===== src/hw/usbUpdatePkg.sv =====
`default_nettype none

package usbUpdatePkg;

    // --------------------
    // serial link
    localparam int dataWidth = 8;                 // uart byte and stream data
    localparam int clkDiv    = 868;               // 100 MHz / 115200 bps
    localparam int divWidth  = $clog2(clkDiv);    // bit-time counter width

    // --------------------
    // flash addressing
    // block 26:17, page 16:11, column 10:0
    localparam int addrWidth = 27;
    localparam logic [addrWidth-1:0] pageStep = 27'h000_0800;  // one column field

    // --------------------
    // idle timeout
    localparam int timeoutCycles = 20000;                  // scaled down for sim
    localparam int timerWidth    = $clog2(timeoutCycles);  // holds 0..timeoutCycles-1

    // start codes seen in idle
    localparam logic [dataWidth-1:0] startPixel = 8'h00;
    localparam logic [dataWidth-1:0] startSound = 8'h01;

    // stream select states
    typedef enum logic [1:0]
    {
        stIdle,
        stPixel,
        stSound
    } ctrlState;

endpackage

`default_nettype wire


===== src/hw/idleTimer.sv =====
`timescale 1ns/100ps
`default_nettype none

module idleTimer
(
    input  wire   iSysClk,
    input  wire   rstN,
    input  wire   restart,  // any received byte
    output logic  timeout   // single pulse per idle period
);

    import usbUpdatePkg::*;

    logic [timerWidth-1:0] cnt;
    logic                  expired;  // holds off repeat pulses

    always_ff @(posedge iSysClk)
    begin
        if (!rstN || restart)
        begin
            cnt     <= '0;
            expired <= 1'b0;
            timeout <= 1'b0;
        end
        else
        begin
            timeout <= 1'b0;
            if (!expired)
            begin
                if (cnt == timerWidth'(timeoutCycles - 1))
                begin
                    expired <= 1'b1;
                    timeout <= 1'b1;
                end
                else
                    cnt <= cnt + 1'b1;
            end
        end
    end

endmodule

`default_nettype wire


===== src/hw/uartRx.sv =====
`timescale 1ns/100ps
`default_nettype none

module uartRx
(
    input  wire                                   iSysClk,
    input  wire                                   rstN,
    input  wire                                   rxd,      // serial in, idle high
    output logic [usbUpdatePkg::dataWidth-1:0]    rxData,   // held until next byte
    output logic                                  rxValid   // one-cycle strobe
);

    import usbUpdatePkg::*;

    // --------------------
    // two-flop synchronizer
    logic rxMeta;
    logic rxSync;

    always_ff @(posedge iSysClk)
    begin
        if (!rstN)
        begin
            rxMeta <= 1'b1;  // line idles high
            rxSync <= 1'b1;
        end
        else
        begin
            rxMeta <= rxd;
            rxSync <= rxMeta;
        end
    end

    // --------------------
    // frame sampling
    logic                 busy;       // frame in progress
    logic [3:0]           bitCnt;     // 0 start, 1..8 data, 9 stop
    logic [divWidth-1:0]  clkCnt;
    logic [divWidth-1:0]  bitEnd;     // sample point of current bit
    logic [dataWidth-1:0] shiftReg;
    logic                 sampleNow;

    // half a bit for the start check, full bits after that
    assign bitEnd    = (bitCnt == 4'd0) ? divWidth'(clkDiv / 2 - 1) : divWidth'(clkDiv - 1);
    assign sampleNow = busy && (clkCnt == bitEnd);

    always_ff @(posedge iSysClk)
    begin
        if (!rstN)
        begin
            busy    <= 1'b0;
            bitCnt  <= '0;
            clkCnt  <= '0;
            rxValid <= 1'b0;
        end
        else
        begin
            rxValid <= 1'b0;  // strobe by default low
            if (!busy)
            begin
                if (!rxSync)  // falling edge of start bit
                begin
                    busy   <= 1'b1;
                    bitCnt <= '0;
                    clkCnt <= '0;
                end
            end
            else if (!sampleNow)
            begin
                clkCnt <= clkCnt + 1'b1;
            end
            else
            begin
                clkCnt <= '0;
                bitCnt <= bitCnt + 1'b1;
                if (bitCnt == 4'd0 && rxSync)
                    busy <= 1'b0;  // glitch, start bit gone at mid-bit
                else if (bitCnt == 4'(dataWidth + 1))
                begin
                    busy    <= 1'b0;
                    rxValid <= rxSync;  // framing error drops the byte
                end
            end
        end
    end

    // payload path
    always_ff @(posedge iSysClk)
    begin
        if (sampleNow && bitCnt >= 4'd1 && bitCnt <= 4'(dataWidth))
            shiftReg <= {rxSync, shiftReg[dataWidth-1:1]};  // lsb first
        if (sampleNow && bitCnt == 4'(dataWidth + 1) && rxSync)
            rxData <= shiftReg;
    end

endmodule

`default_nettype wire


===== src/hw/uartTx.sv =====
`timescale 1ns/100ps
`default_nettype none

module uartTx
(
    input  wire                                   iSysClk,
    input  wire                                   rstN,
    input  wire                                   send,      // byte strobe
    input  wire [usbUpdatePkg::dataWidth-1:0]     sendData,
    output logic                                  txd        // serial out, idle high
);

    import usbUpdatePkg::*;

    // --------------------
    // 8N1 frame shifter
    logic                 busy;
    logic [3:0]           bitCnt;    // bit currently on the line
    logic [divWidth-1:0]  clkCnt;
    logic [dataWidth:0]   shiftReg;  // data bits then stop bit
    logic                 bitDone;

    assign bitDone = (clkCnt == divWidth'(clkDiv - 1));

    always_ff @(posedge iSysClk)
    begin
        if (!rstN)
        begin
            busy   <= 1'b0;
            bitCnt <= '0;
            clkCnt <= '0;
            txd    <= 1'b1;
        end
        else if (!busy)
        begin
            if (send)  // strobes during a frame are dropped
            begin
                busy   <= 1'b1;
                bitCnt <= '0;
                clkCnt <= '0;
                txd    <= 1'b0;  // start bit
            end
        end
        else if (!bitDone)
        begin
            clkCnt <= clkCnt + 1'b1;
        end
        else
        begin
            clkCnt <= '0;
            if (bitCnt == 4'(dataWidth + 1))  // stop bit served
            begin
                busy <= 1'b0;
                txd  <= 1'b1;
            end
            else
            begin
                bitCnt <= bitCnt + 1'b1;
                txd    <= shiftReg[0];
            end
        end
    end

    // frame payload, loaded with stop bit on top
    always_ff @(posedge iSysClk)
    begin
        if (!busy && send)
            shiftReg <= {1'b1, sendData};
        else if (busy && bitDone)
            shiftReg <= {1'b1, shiftReg[dataWidth:1]};
    end

endmodule

`default_nettype wire


===== src/hw/updateCtrl.sv =====
`timescale 1ns/100ps
`default_nettype none

module updateCtrl
(
    input  wire                                   iSysClk,
    input  wire                                   rstN,
    input  wire                                   rxValid,      // byte strobe from uart
    input  wire [usbUpdatePkg::dataWidth-1:0]     rxData,
    input  wire                                   timeout,      // idle timer expired
    input  wire                                   wdVd,         // consumer took the byte
    input  wire                                   pdCmdCke,     // page program finished
    output logic [usbUpdatePkg::addrWidth-1:0]    addr,
    output logic [usbUpdatePkg::dataWidth-1:0]    pixelUpdate,
    output logic                                  pixelCke,
    output logic [usbUpdatePkg::dataWidth-1:0]    soundUpdate,
    output logic                                  soundCke
);

    import usbUpdatePkg::*;

    ctrlState state;

    // --------------------
    // stream select FSM
    always_ff @(posedge iSysClk)
    begin
        if (!rstN)
            state <= stIdle;
        else
        begin
            case (state)
                stIdle:
                begin
                    if (rxValid && rxData == startPixel)
                        state <= stPixel;
                    else if (rxValid && rxData == startSound)
                        state <= stSound;
                    // other bytes in idle only get echoed
                end
                stPixel, stSound:
                begin
                    if (timeout)
                        state <= stIdle;
                end
                default:
                    state <= stIdle;
            endcase
        end
    end

    // --------------------
    // data routing
    // idle keeps both streams at zero
    always_ff @(posedge iSysClk)
    begin
        case (state)
            stPixel:
            begin
                soundUpdate <= '0;
                if (rxValid)
                    pixelUpdate <= rxData;
            end
            stSound:
            begin
                pixelUpdate <= '0;
                if (rxValid)
                    soundUpdate <= rxData;
            end
            default:
            begin
                pixelUpdate <= '0;
                soundUpdate <= '0;
            end
        endcase
    end

    // --------------------
    // valid flags
    always_ff @(posedge iSysClk)
    begin
        if (!rstN || state == stIdle)
        begin
            pixelCke <= 1'b0;
            soundCke <= 1'b0;
        end
        else if (wdVd)  // consumption wins over a new byte
        begin
            pixelCke <= 1'b0;
            soundCke <= 1'b0;
        end
        else if (rxValid)
        begin
            pixelCke <= (state == stPixel);
            soundCke <= (state == stSound);
        end
    end

    // --------------------
    // flash page address
    // column is always written in full, so step a whole page
    always_ff @(posedge iSysClk)
    begin
        if (!rstN || state == stIdle)
            addr <= '0;
        else if (pdCmdCke)
            addr <= addr + pageStep;  // block carry falls out of the add
    end

endmodule

`default_nettype wire


===== src/hw/usbWrapper.sv =====
`timescale 1ns/100ps
`default_nettype none

module usbWrapper
(
    input  wire                                   iSysClk,
    input  wire                                   rstN,
    input  wire                                   rxd,          // host serial in
    output logic                                  txd,          // echo back to host
    input  wire                                   wdVd,
    input  wire                                   pdCmdCke,
    output logic [usbUpdatePkg::addrWidth-1:0]    addr,
    output logic [usbUpdatePkg::dataWidth-1:0]    pixelUpdate,
    output logic                                  pixelCke,
    output logic [usbUpdatePkg::dataWidth-1:0]    soundUpdate,
    output logic                                  soundCke
);

    import usbUpdatePkg::*;

    logic [dataWidth-1:0] rxData;
    logic                 rxValid;
    logic                 timeout;

    // --------------------
    // serial receive
    uartRx u_uartRx
    (
        .iSysClk (iSysClk),
        .rstN    (rstN),
        .rxd     (rxd),
        .rxData  (rxData),
        .rxValid (rxValid)
    );

    // echo every byte so the host can verify the link
    uartTx u_uartTx
    (
        .iSysClk  (iSysClk),
        .rstN     (rstN),
        .send     (rxValid),
        .sendData (rxData),
        .txd      (txd)
    );

    // restart on each byte
    idleTimer u_idleTimer
    (
        .iSysClk (iSysClk),
        .rstN    (rstN),
        .restart (rxValid),
        .timeout (timeout)
    );

    // --------------------
    // stream control
    updateCtrl u_updateCtrl
    (
        .iSysClk     (iSysClk),
        .rstN        (rstN),
        .rxValid     (rxValid),
        .rxData      (rxData),
        .timeout     (timeout),
        .wdVd        (wdVd),
        .pdCmdCke    (pdCmdCke),
        .addr        (addr),
        .pixelUpdate (pixelUpdate),
        .pixelCke    (pixelCke),
        .soundUpdate (soundUpdate),
        .soundCke    (soundCke)
    );

endmodule

`default_nettype wire


===== config.mk =====
export PLATFORM = sky130hd
export DESIGN_NAME = usbWrapper
export DESIGN_NICKNAME = d
export VERILOG_FILES = /design/src/hw/usbUpdatePkg.sv /design/src/hw/idleTimer.sv /design/src/hw/uartRx.sv /design/src/hw/uartTx.sv /design/src/hw/updateCtrl.sv /design/src/hw/usbWrapper.sv
export SDC_FILE = /design/constraint.sdc
export NUM_CORES = 1
export LEC_CHECK = 0
export ABC_AREA = 1
export BUFFER_PORTS_ARGS = -buffer_cell sky130_fd_sc_hd__buf_2
export CELL_PAD_IN_SITES_DETAIL_PLACEMENT = 1
export CELL_PAD_IN_SITES_GLOBAL_PLACEMENT = 2
export CORE_MARGIN = 5
export CORE_UTILIZATION = 31
export DETAILED_ROUTE_END_ITERATION = 8
export GPL_TIMING_DRIVEN = 1
export HOLD_SLACK_MARGIN = 0.03
export PLACE_DENSITY_LB_ADDON = 0.1
export SLEW_MARGIN = 5
export SYNTH_ARGS = -nofsm -noshare
export SYNTH_HDL_FRONTEND = slang
export SYNTH_HIERARCHICAL = 1
export SYNTH_SLANG_ARGS = --single-unit

===== constraint.sdc =====
create_clock -name iSysClk -period 2.1 [get_ports iSysClk]
set_input_delay 0.525 -clock iSysClk [delete_from_list [all_inputs] [get_ports iSysClk]]
set_output_delay 0.525 -clock iSysClk [all_outputs]
set_load 0.1 [all_outputs]

After elaboration in Yosys (flattened, before gate mapping)

Index checks and enable logic that the tools add are counted.

Memory bits (writable): 0
Bits of input ports: 5
Output and inout port bits: 46
Register bits: 122
Memories kept: 0
Logic and storage cells: 113
Memory bits (read-only): 0
Latch bits: 0

Bitwise operators: 6
Multipliers: 0
$add $sub $neg: 6
Shift-type cells: 0
Eq/ne operators: 14
$lt $le $gt $ge: 2
Mux-type cells: 35
Reductions and logical operators: 28
Div/mod/pow operators: 0

Operator list:

| kind                                                                                | number |
|---|---|
| 10-bit 2-to-1 mux                                                                   | 7 |
| 4-bit 2-to-1 mux                                                                    | 7 |
| 27-bit by 12-bit adder with 27-bit output, second input constant                    | 1 |
| 10-bit by 1-bit adder with 10-bit output, second input constant                     | 2 |
| 8-bit 2-to-1 mux                                                                    | 2 |
| 15-bit by 1-bit adder with 15-bit output, second input constant                     | 1 |
| 15-bit equality test, second input constant                                         | 1 |
| 1-bit 2-to-1 mux                                                                    | 15 |
| 10-bit equality test                                                                | 1 |
| 10-bit equality test, second input constant                                         | 1 |
| 1-bit logical AND                                                                   | 10 |
| 2-bit != test, second input constant                                                | 5 |
| 4-bit by 1-bit adder with 4-bit output, second input constant                       | 2 |
| 4-bit equality test, second input constant                                          | 2 |
| 8-bit by 1-bit equality test with 1-bit output, second input constant               | 1 |
| 8-bit zero test                                                                     | 1 |
| 2-bit AND reduction                                                                 | 4 |
| 2-bit 2-to-1 mux                                                                    | 3 |
| 1-bit NOT                                                                           | 6 |
| 2-bit OR reduction                                                                  | 3 |
| 5-bit OR reduction                                                                  | 1 |
| 4-bit by 1-bit greater-or-equal comparator with 1-bit output, second input constant | 1 |
| 4-bit less-or-equal comparator, second input constant                               | 1 |
| 4-bit zero test                                                                     | 1 |
| 9 further kinds                                                                     | 12 |

Depth between registers and ports, before layout

Gate-level depths: netlist of the first run.

Depth in word-level cells: 6
Gate-level depth with buffers: 11
Depth with buffers taken out: 11

By module

Netlist of the first run, hierarchy kept.

By module, submodules not included:

| module     | area each (um^2) | cells each | times used | seq. area each (um^2) |
|---|---|---|---|---|
| updateCtrl | 1614.0           | 215        | 1          | 720.7 |
| uartRx     | 1579.0           | 162        | 1          | 840.8 |
| uartTx     | 1229.9           | 158        | 1          | 560.5 |
| idleTimer  | 1068.5           | 176        | 1          | 340.3 |

Worst setup path after synthesis of the first run

Ideal clock, no wire load.

Path kind: register -> register
Start point: register u_uartRx.bitCnt[0]
End point: register u_uartRx.shiftReg[0] (enable)
Data arrival time: 1.692 ns
Path slack: 0.022 ns
Clock period less this slack: 2.078 ns
Stages on the path, launching flop included: 8
Buffers on the path: 0
Data required time: 1.714 ns
Setup time: 0.386 ns
Cell sequence: dfxtp_1 inv_1 ha_1 nand2_2 nand3_1 nand2_2 nand4_2 a211oi_1

Cells in the longest elaborated chain, start to end: 6
Elaborated cells on any way between the ends: 8
Those cells by class: order compare: 2; eq/ne: 1; mux: 1; reduce/logical: 4

RTL lines:

| item                     | RTL line     | source |
|---|---|---|
| start: declaration       | uartRx.sv:37 | `logic [3:0] bitCnt;` |
| start signal: assignment | uartRx.sv:75 | `bitCnt <= bitCnt + 1'b1;` |
| 4-bit zero test          | uartRx.sv:44 | `assign bitEnd = (bitCnt == 4'd0) ? divWidth'(clkDiv / 2 - 1) : divWidth'(clkDiv - 1);` |
| 10-bit 2-to-1 mux        | uartRx.sv:44 |  |
| 10-bit equality test     | uartRx.sv:45 | `assign sampleNow = busy && (clkCnt == bitEnd);` |
| 1-bit logical AND        | uartRx.sv:45 |  |
| 1-bit logical AND        | uartRx.sv:90 | `if (sampleNow && bitCnt >= 4'd1 && bitCnt <= 4'(dataWidth))` |
| 1-bit logical AND *      | uartRx.sv:90 |  |
| end signal: assignment   | uartRx.sv:91 | `shiftReg <= {rxSync, shiftReg[dataWidth-1:1]};` |
| end: declaration         | uartRx.sv:40 | `logic [dataWidth-1:0] shiftReg;` |

Every way passes the cells marked *; elsewhere a longest branch is shown, timed or not.
A chain may end at the register's enable or synchronous reset.

Final worst setup path of the first run

Start point: register u_uartRx.bitCnt[0]
End point: register u_uartRx/rxData[6] (netlist bit) (enable)

Cells in the longest elaborated chain, start to end: 6
Elaborated cells on any way between the ends: 7
Those cells by class: eq/ne: 2; mux: 1; reduce/logical: 4

RTL lines:

| item                             | RTL line     | source |
|---|---|---|
| 4-bit zero test                  | uartRx.sv:44 |  |
| 10-bit 2-to-1 mux                | uartRx.sv:44 |  |
| 10-bit equality test             | uartRx.sv:45 |  |
| 1-bit logical AND                | uartRx.sv:45 |  |
| 1-bit logical AND * (2 in a row) | uartRx.sv:92 | `if (sampleNow && bitCnt == 4'(dataWidth + 1) && rxSync)` |
| end signal: assignment           | uartRx.sv:93 | `rxData <= shiftReg;` |
| end: declaration                 | uartRx.sv:9  | `output logic [usbUpdatePkg::dataWidth-1:0] rxData,` |

Marked as above.

==> flow_summary.toml, run 1 <==
[sta]
finalMaxSlewViolations = 0
finalClockSkew_ns = 0.0112
fin_setup_tns_ns = 0
min_period_ns = 1.90
setup_viol_count_final = 0
setup_ws_ns = 0.199
slew_headroom = 0.488
worstMarginPinSlew_ns = 0.765
fmax_mhz = 526
finalCritPeriodShare = 0.905
rsz0062_at_grt = "false"
final_hold_viol_count = 0

[grt]
grt_first_pass_wirelength_mm = 23.2
grt_pass1_vias = 4719
track_usage = 0.138
overflow = 0
grt_max_degree = 20
grt_antenna_before_repair = 0

[drt]
postRouteAntennaNets = 0
routedWlPerCell_um = 13.6
routed_wl_mm = 13.4
drt_iter0_markers = 153
drcViolationCount = 0
vias = 4607
dr.pass1.iters = 4
via_per_inst = 4.67

[clock_tree]
clk_pin_slew_worst_paths_ns = 0.07
clockBufferDepth = 2
worstSkewPairLatency_ns = 0.36
cts_tree = "yes"
numCtsBuffers = 9
clock_sinks = 111
cts_setup_buffers = 0
root_buffer = "clkbuf_16"
cts_hold_buf = 0
cts_resized = 0
cts_htree_levels = 3

[yosys]
synthCells = 711
ys_ff_latch = 111
ys_warn_count = 6
synth_compound_area_frac = 0.105
synth_top_family_by_area = "simple AND/OR/NAND/NOR gates"
muxShareOfSynthArea = 0
avgSynthCellArea_sq_um = 7.72
ys_seq_area_frac = 0.448
synth_cell_types = 42
synth_fa_ha_area_frac = 0.0296
synth-xor-area-share = 0.0144
yosys.area_share.simple = 0.317
syn_area_sq_um = 5490

[power]
clkPwrFrac = 0.426
ir_worst_vdd_mv = 0.404
power.switching_uw = 937
p_sw_frac = 0.229
p_comb_frac = 0.040
powerDensity_nw_per_um2 = 661
p_leak_uw = 0.00238
seqPwrFrac = 0.534
p_int_uw = 3160

[setup_path]
r2r-start = "u_uartRx/bitCnt[0]$_SDFFE_PN0P_"
worstPathArrival_ns = 1.93
crit_chain = "inv_1 -> ha_1 -> nand2_2 -> nand3_1 -> nand2_2 -> nand4_2 -> clkinv_1 -> nand2_1 -> inv_1"
end_kind = "flop"
cp_top_family = "buffers and inverters"
crit_buf_inv = 3
worstPathRequired_ns = 2.13
cp_slowest_stage_delay_ns = 0.41
crit_fanout = 8
startpoint = "u_uartRx/bitCnt[0]$_SDFFE_PN0P_"
critical_path_class = "reg -> reg"
cp-start-kind = "flop"
slowest_stage = "dfxtp_1"

[final_layout]
drive_above_1_share = 0.167
n_antenna_cell = 0
area_growth_pct = 12.8
num-nets-final = 774

[floorplan]
die_h_um = 143
rows = 48
start_util = 0.316
io_pins = 51
dieArea_sq_um = 20500
core-area_sq_um = 17400
fp.dieW_um = 143

[place]
port_buffers = 39
pre_cts_slack_ns = 0.189
dp_hpwl_mm = 10.2
gp_congestion = 0.791

[hold_path]
min_from = "rxd"
worst_hold_path_type = "in -> reg"

[status]
outcome = "completed"

[job]
cap_viol_max_count = 0
## worst reg2reg max path, stage by stage (launching register included)
cell,delay [ns]
dfxtp_1,0.41
inv_1,0.11
ha_1,0.24
nand2_2,0.09
nand3_1,0.08
nand2_2,0.10
nand4_2,0.10
clkinv_1,0.14
nand2_1,0.08
inv_1,0.22
## kinds of logic after synthesis
logic type,count (synthesis)
AND/OR/NAND/NOR,373
flip-flops,111
buffers and inverters,103
AO/OA/AOI/OAI,101
adder cells (fa/ha/maj),13
XOR/XNOR,9
other,1
## final cells by class
type / instances / area (sq um)
clock inverter: 4 / 46.3
tap: 225 / 282
inverter: 80 / 303
fill: 2166 / 11200
multi-input combinational: 507 / 2600
timing repair buffer: 47 / 255
clock buffer: 12 / 246
sequential: 111 / 2460
## through the flow
step	util	hold slack, ns	power [uW]	instances	cell area [sq um]
floorplan	-	0.392	2390	721	5530
global placement	0.340	0.397	2400	970	5900
detailed placement	0.340	0.401	2400	970	5900
CTS	0.357	0.341	4170	986	6200
global route	0.357	0.351	4270	986	6200
finish	0.357	0.359	4090	986	6200
## final timing paths
kind | endpoint | slack (ns) | depth (start not counted)
max reg2reg | u_uartRx/rxData[6]$_DFFE_PP_ | 0.20 | 9
max | u_uartRx/rxData[6]$_DFFE_PP_ | 0.20 | 9
min | u_uartRx/rxMeta$_SDFF_PN1_ | 0.36 | 2
min reg2reg | u_uartRx/rxSync$_SDFF_PN1_ | 0.41 | 1
## flip-flops by register name, indices dropped and copies added (netlist names), 2 cells and up
name / cells
u_idleTimer/cnt: 15
u_updateCtrl/pixelUpdate: 8
u_updateCtrl/soundUpdate: 8
u_uartRx/clkCnt: 10
u_uartTx/clkCnt: 10
u_updateCtrl/addr: 16
u_uartRx/shiftReg: 8
u_uartRx/rxData: 8
u_uartRx/bitCnt: 4
u_uartTx/bitCnt: 4
u_uartTx/shiftReg: 8
u_updateCtrl/state: 2
## synth_stat cells
cell	instances	area (sq um)
a21oi_1	51	255
inv_2	9	33.8
nor2_1	68	255
xnor2_1	3	26.3
and2_1	2	12.5
nor3_1	3	15.0
nand4_1	18	113
clkbuf_1	2	7.51
nand4_2	3	37.5
nand3_1	42	210
nand3b_1	6	45.0
o21bai_1	1	7.51
a31oi_1	3	18.8
o21bai_2	1	11.3
nor2_4	4	45.0
nor3_4	1	16.3
buf_6	3	33.8
a211oi_1	4	30.0
xor2_1	6	52.6
or2_2	4	25.0
buf_1	1	3.75
inv_4	1	6.26
buf_4	13	97.6
nand2_2	9	56.3
clkinv_1	2	7.51
nor4_1	1	6.26
o21a_1	2	15.0
nand3_4	1	17.5
a21oi_2	12	105
o21ai_1	8	40.0
nand2_1	190	713
dfxtp_1	87	1740
and3_2	1	7.51
buf_2	4	20.0
inv_1	68	255
nor2_2	11	68.8
edfxtp_1	24	721
nand3_2	4	40.0
o21ai_0	19	95.1
conb_1	1	3.75
nand2_4	5	56.3
ha_1	13	163
## routing by layer
layer  up-vias  global-route usage  part of all wire  wire length [um]
met5         -                   0                 0                 0
met4         0              0.0500             0.014               187
met3        11              0.0208             0.027               368
met2        43               0.220              0.46              6150
met1      2168               0.191              0.50              6700
li1       2385                   -                 -                 -
## cell usage in the layout (no fill, tap or decap), types with 3 or more instances in the layout
master     instances
inv_1             68
or2_2              4
nand3b_1           6
o21ai_0           19
dfxtp_1           87
edfxtp_1          24
nand2_2            9
xor2_1             6
nor2_2            11
o21ai_1            8
nand4_1           18
ha_1              13
nand2_1          190
a31oi_1            3
nor3_1             3
conb_1            11
nand4_2            3
buf_4              8
a211oi_1           4
nand3_2            4
a21oi_1           51
buf_2             39
nor2_4             4
nand2_4            5
nor2_1            68
a21oi_2           12
clkbuf_16          9
nand3_1           42
inv_2              9
xnor2_1            3
## power groups by stage
stage	registers, uW	clock network (uW)	logic, uW
finish	2190	1740	164
global route	2190	1900	176
CTS	2190	1820	166
detailed placement	2240	0	165
global placement	2240	0	164
floorplan	2230	0	157
Power figures use the tool's default switching activity.
==> run 2, diff against run 1 <==
--- a/config.mk
+++ b/config.mk
@@ -6,11 +6,11 @@
 export NUM_CORES = 1
 export LEC_CHECK = 0
 export ABC_AREA = 1
-export BUFFER_PORTS_ARGS = -buffer_cell sky130_fd_sc_hd__buf_2
+export BUFFER_PORTS_ARGS = -buffer_cell sky130_fd_sc_hd__clkbuf_2
 export CELL_PAD_IN_SITES_DETAIL_PLACEMENT = 1
 export CELL_PAD_IN_SITES_GLOBAL_PLACEMENT = 2
 export CORE_MARGIN = 5
-export CORE_UTILIZATION = 31
+export CORE_UTILIZATION = 33
 export DETAILED_ROUTE_END_ITERATION = 8
 export GPL_TIMING_DRIVEN = 1
 export HOLD_SLACK_MARGIN = 0.03
==> constraint.sdc (replaced) <==
create_clock -name iSysClk -period 2.2 [get_ports iSysClk]
set_input_delay 0.55 -clock iSysClk [delete_from_list [all_inputs] [get_ports iSysClk]]
set_output_delay 0.55 -clock iSysClk [all_outputs]
set_load 0.1 [all_outputs]
==> run 2 against run 1 <==
Compared with the run above: global-route usage increased by 0.85 points; non-clock buffer count unchanged; register-to-register slack improved by 0.11 ns; clock skew decreased by 0.0043 ns; via count increased by 0.35%; largest cell class unchanged.
==> flow_summary.toml, run 2 (synthesis gave the netlist of run 1 again) <==
[status]
outcome = "completed"

[drt]
drt_iter0_markers = 169
postRouteAntennaNets = 0
dr.pass1.iters = 4
vias = 4623
routed_wl_mm = 13.5
via_per_inst = 4.71
drcViolationCount = 0
routedWlPerCell_um = 13.8

[power]
p_leak_uw = 0.00235
ir_worst_vdd_mv = 0.386
powerDensity_nw_per_um2 = 626

[grt]
grt_antenna_before_repair = 0
overflow = 0
grt_pass1_vias = 4790
grt_max_degree = 20
grt_first_pass_wirelength_mm = 23.7
track_usage = 0.147

[floorplan]
rows = 47
fp.dieW_um = 139
io_pins = 51
start_util = 0.334
dieArea_sq_um = 19300
core-area_sq_um = 16500
die_h_um = 139

[sta]
fin_setup_tns_ns = 0
finalMaxSlewViolations = 0
final_hold_viol_count = 0
worstMarginPinSlew_ns = 0.752
slew_headroom = 0.497
rsz0062_at_grt = "false"
min_period_ns = 1.89
final.hold.worst_slack_ns = 0.376
fmax_mhz = 530
finalCritPeriodShare = 0.858
setup_viol_count_final = 0
finalClockSkew_ns = 0.00694

[clock_tree]
cts_setup_buffers = 0
numCtsBuffers = 9
cts_tree = "yes"
cts_htree_levels = 3
clock_sinks = 111
root_buffer = "clkbuf_16"
clk_pin_slew_worst_paths_ns = 0.07
cts_resized = 0
clockBufferDepth = 2
worstSkewPairLatency_ns = 0.36
cts_hold_buf = 0

[setup_path]
cp-start-kind = "flop"
end_kind = "flop"
critical_path_class = "reg -> reg"
worstPathRequired_ns = 2.24
crit_fanout = 8
worstPathArrival_ns = 1.93

[final_layout]
final_common_cell = "nand2_1"
reg_top3 = "u_updateCtrl/addr: 16 flops, u_idleTimer/cnt: 15 flops"
n_antenna_cell = 0
multi_input_area_sq_um = 2600
area_growth_pct = 12.7
drive_above_1_share = 0.170
num-nets-final = 774
largest_reg_flops = 16
mostFrequentLayoutCells = "190 x nand2_1, 87 x dfxtp_1, 68 x inv_1, 68 x nor2_1, 51 x a21oi_1"
regArea_sq_um = 2460
fill_cells = 2037
regMostFlops = "u_updateCtrl/addr"

[place]
dp_hpwl_mm = 10.2
port_buffers = 39
gp_congestion = 0.748

[job]
cap_viol_max_count = 0

[hold_path]
worst_hold_path_type = "in -> reg"
==> run 2: cell count changes in the layout (fill, tap and decap cells not counted), moves of 2 or more <==
cell / before / now
buf_2: 39 / 0
clkbuf_1: 2 / 0
clkbuf_2: 0 / 39
clkinv_4: 0 / 2
inv_6: 0 / 2
==> run 2: per-layer routing <==
layer | part of all wire | wire length [um] | track usage
met1 | 0.48 | 6510 | 0.191
met2 | 0.47 | 6370 | 0.245
met3 | 0.037 | 498 | 0.0400
met4 | 0.0098 | 132 | 0.0324
met5 | 0 | 0 | 0
==> run 2: area by class of cell <==
cell class	instances	share of cell area
Clock buffer	10	0.0386
Clock inverter	6	0.00829
Inverter	80	0.0489
Multi-Input combinational cell	507	0.420
Sequential cell	111	0.398
Tap cell	220	0.0445
Timing Repair Buffer	47	0.0413
==> run 2: power breakdown <==
| group | total, uW | internal (uW) | switching (uW) |
|---|---|---|---|
| Clock | 1630 | 819 | 810 |
| Sequential | 2090 | 2080 | 10.2 |
| Combinational | 158 | 22.6 | 135 |
| Total | 3870 | 2920 | 955 |
==> run 2: stage by stage <==
stage | cell area [sq um] | instances | setup slack, ns | utilization | power [uW]
final | 6190 | 981 | 0.312 | 0.376 | 3870
after global routing | 6190 | 981 | 0.115 | 0.376 | 4050
after CTS | 6190 | 981 | 0.293 | 0.376 | 3950
after detailed placement | 5900 | 965 | 0.301 | 0.358 | 2290
after global placement | 5900 | 965 | 0.389 | 0.358 | 2290
after floorplan | 5530 | 721 | 0.122 | - | 2280
==> run 2: final timing paths <==
| check | startpoint | endpoint | slack [ns] | cells past startpoint |
|---|---|---|---|---|
| max | u_uartRx/bitCnt[0]$_SDFFE_PN0P_ | u_uartRx/rxData[4]$_DFFE_PP_ | 0.31 | 9 |
| min | rxd | u_uartRx/rxMeta$_SDFF_PN1_ | 0.38 | 2 |
| min reg2reg | u_uartRx/rxMeta$_SDFF_PN1_ | u_uartRx/rxSync$_SDFF_PN1_ | 0.43 | 1 |
| max reg2reg | u_uartRx/bitCnt[0]$_SDFFE_PN0P_ | u_uartRx/rxData[4]$_DFFE_PP_ | 0.31 | 9 |
==> run 2: worst max-delay path: stages, from the launching register on <==
cell	delay (ns)
dfxtp_1	0.41
inv_1	0.10
ha_1	0.24
nand2_2	0.09
nand3_1	0.08
nand2_2	0.11
nand4_2	0.11
clkinv_1	0.14
nand2_1	0.08
inv_1	0.23
==> run 3, diff against run 2 <==
--- a/config.mk
+++ b/config.mk
@@ -10,7 +10,7 @@
 export CELL_PAD_IN_SITES_DETAIL_PLACEMENT = 1
 export CELL_PAD_IN_SITES_GLOBAL_PLACEMENT = 2
 export CORE_MARGIN = 5
-export CORE_UTILIZATION = 33
+export CORE_UTILIZATION = 31
 export DETAILED_ROUTE_END_ITERATION = 8
 export GPL_TIMING_DRIVEN = 1
 export HOLD_SLACK_MARGIN = 0.03
==> constraint.sdc (replaced) <==
create_clock -name iSysClk -period 1.6 [get_ports iSysClk]
set_input_delay 0.4 -clock iSysClk [delete_from_list [all_inputs] [get_ports iSysClk]]
set_output_delay 0.4 -clock iSysClk [all_outputs]
set_load 0.1 [all_outputs]
==> run 3 against run 2 <==
Compared with the run above: clock skew up 0.0012 ns; largest power group unchanged; setup slack worse by 0.30 ns; non-clock buffer count up 46.
==> flow_summary.toml, run 3 (synthesis gave the netlist of run 1 again) <==
[sta]
fmax_mhz = 631
setup_ws_ns = 0.0147
slew_headroom = 0.639
finalClockSkew_ns = 0.00812
finalCritPeriodShare = 0.991
min_period_ns = 1.59
finalMaxSlewViolations = 0
rsz0062_at_grt = "true"
worstMarginPinSlew_ns = 0.544
final_hold_viol_count = 0
setup_viol_count_final = 0

[floorplan]
rows = 48
fp.dieW_um = 143
dieArea_sq_um = 20500
start_util = 0.316
core-area_sq_um = 17400
io_pins = 51
die_h_um = 143

[drt]
via_per_inst = 4.70
routed_wl_mm = 14.4
drt_iter0_markers = 174
postRouteAntennaNets = 0
routedWlPerCell_um = 14.0
drcViolationCount = 0
vias = 4852
dr.pass1.iters = 4

[final_layout]
mostFrequentLayoutCells = "189 x nand2_1, 76 x buf_4, 70 x dfxtp_1, 65 x inv_1, 64 x nor2_1"
regMostFlops = "u_updateCtrl/addr"
area_growth_pct = 22.7
final_common_cell = "nand2_1"
num-nets-final = 820
n_antenna_cell = 0
drive_above_1_share = 0.250
utilization = 0.388
largest_reg_flops = 16
final_cells = 1032
reg_top3 = "u_updateCtrl/addr: 16 flops, u_idleTimer/cnt: 15 flops"

[place]
dp_hpwl_mm = 11.0
place_inst = 1014
pre_cts_slack_ns = -0.0791
gp_congestion = 0.783
port_buffers = 39

[grt]
grt_max_degree = 20
grt_pass1_vias = 5067
grt_first_pass_wirelength_mm = 24.5
grt_antenna_before_repair = 0
track_usage = 0.146
overflow = 0

[hold_path]
whs_path_depth = 2
worst_hold_path_type = "in -> reg"

[clock_tree]
worstSkewPairLatency_ns = 0.35
cts_htree_levels = 3
root_buffer = "clkbuf_16"
cts_tree = "yes"
clockBufferDepth = 2
clock_sinks = 111
clk_pin_slew_worst_paths_ns = 0.07
numCtsBuffers = 9

[setup_path]
end_kind = "flop"
worstPathRequired_ns = 1.66
path_depth = 9
worstPathArrival_ns = 1.64
cp_top_family = "simple AND/OR/NAND/NOR gates"
critical_path_class = "reg -> reg"
cp-start-kind = "flop"
crit_buf_inv = 2
r2r_cells = 9
crit_fanout = 8
crit_chain = "inv_2 -> ha_4 -> nand2_4 -> nor2_4 -> nand2_1 -> nand2_2 -> nand4_4 -> a211oi_4 -> buf_6"
slowest_stage = "dfxtp_2"
cp_slowest_stage_delay_ns = 0.33

[power]
power_uw = 5380
p_leak_uw = 0.00264
ir_worst_vdd_mv = 0.523
powerDensity_nw_per_um2 = 799

[status]
outcome = "completed"

[job]
cap_viol_max_count = 0
-- run 3: cell count changes in the layout (fill, tap and decap cells not counted), moves of 3 or more --
cell	delta
inv_1	-3
buf_4	+68
buf_2	+4
clkbuf_2	-28
dfxtp_2	+16
nor2_1	-4
dfxtp_1	-17
-- run 3: repair_timing --
action,CTS,global route
gates cloned,0,0
endpoints found under the hold margin,0,0
hold buffers,0,0
setup buffers,0,2
pin swaps,3,3
endpoints found under the setup margin,8,45
resized for setup,2,18
-- run 3: stage by stage --
step / instance area (sq um) / hold slack [ns] / TNS (ns)
2_1_floorplan: 5590 / 0.392 / -0.557
3_3_place_gp: 6370 / 0.411 / -0.178
3_5_place_dp: 6370 / 0.409 / -0.631
4_1_cts: 6670 / 0.228 / 0
5_1_grt: 6740 / 0.242 / -0.426
6_report: 6740 / 0.242 / 0
-- run 3: worst register-to-register path, stage by stage, from the launching register on --
cell and delay, ns:
dfxtp_2 0.33, inv_2 0.07, ha_4 0.15, nand2_4 0.07
nor2_4 0.08, nand2_1 0.06, nand2_2 0.09, nand4_4 0.10
a211oi_4 0.19, buf_6 0.17
-- run 3: worst paths after layout --
check	start	end	slack (ns)
worst min-delay path	wdVd	u_updateCtrl/soundCke$_SDFFE_PP0P_	0.24
worst max register to register	u_uartRx/bitCnt[0]$_SDFFE_PN0P_	u_uartRx/shiftReg[2]$_DFFE_PP_	0.01
worst min register to register	u_uartRx/shiftReg[0]$_DFFE_PP_	u_uartRx/rxData[0]$_DFFE_PP_	0.43
worst max-delay path	u_uartRx/bitCnt[0]$_SDFFE_PN0P_	u_uartRx/shiftReg[2]$_DFFE_PP_	0.01
-- run 3: power breakdown --
part	total [uW]	switching (uW)	leakage [uW]	internal, uW
registers	2860	8.53	0.000947	2850
clock network	2270	1030	0.000144	1240
logic	252	199	0.00155	53.1
total	5380	1230	0.00264	4150
-- run 3: metal layers --
metal  GRT usage  share of wire
met5           0              0
met4      0.0455         0.0087
met3      0.0184          0.023
met2       0.242           0.48
met1       0.199           0.49
-- run 3: final cells by class --
class                   instances  area [sq um]
well taps                     225           282
inverters                      80           310
repair buffers                 93           677
clock buffers                  14           285
clock inverters                 2          12.5
multi-input cells             507          2680
flip-flops and latches        111          2490
fillers                      2171         10600
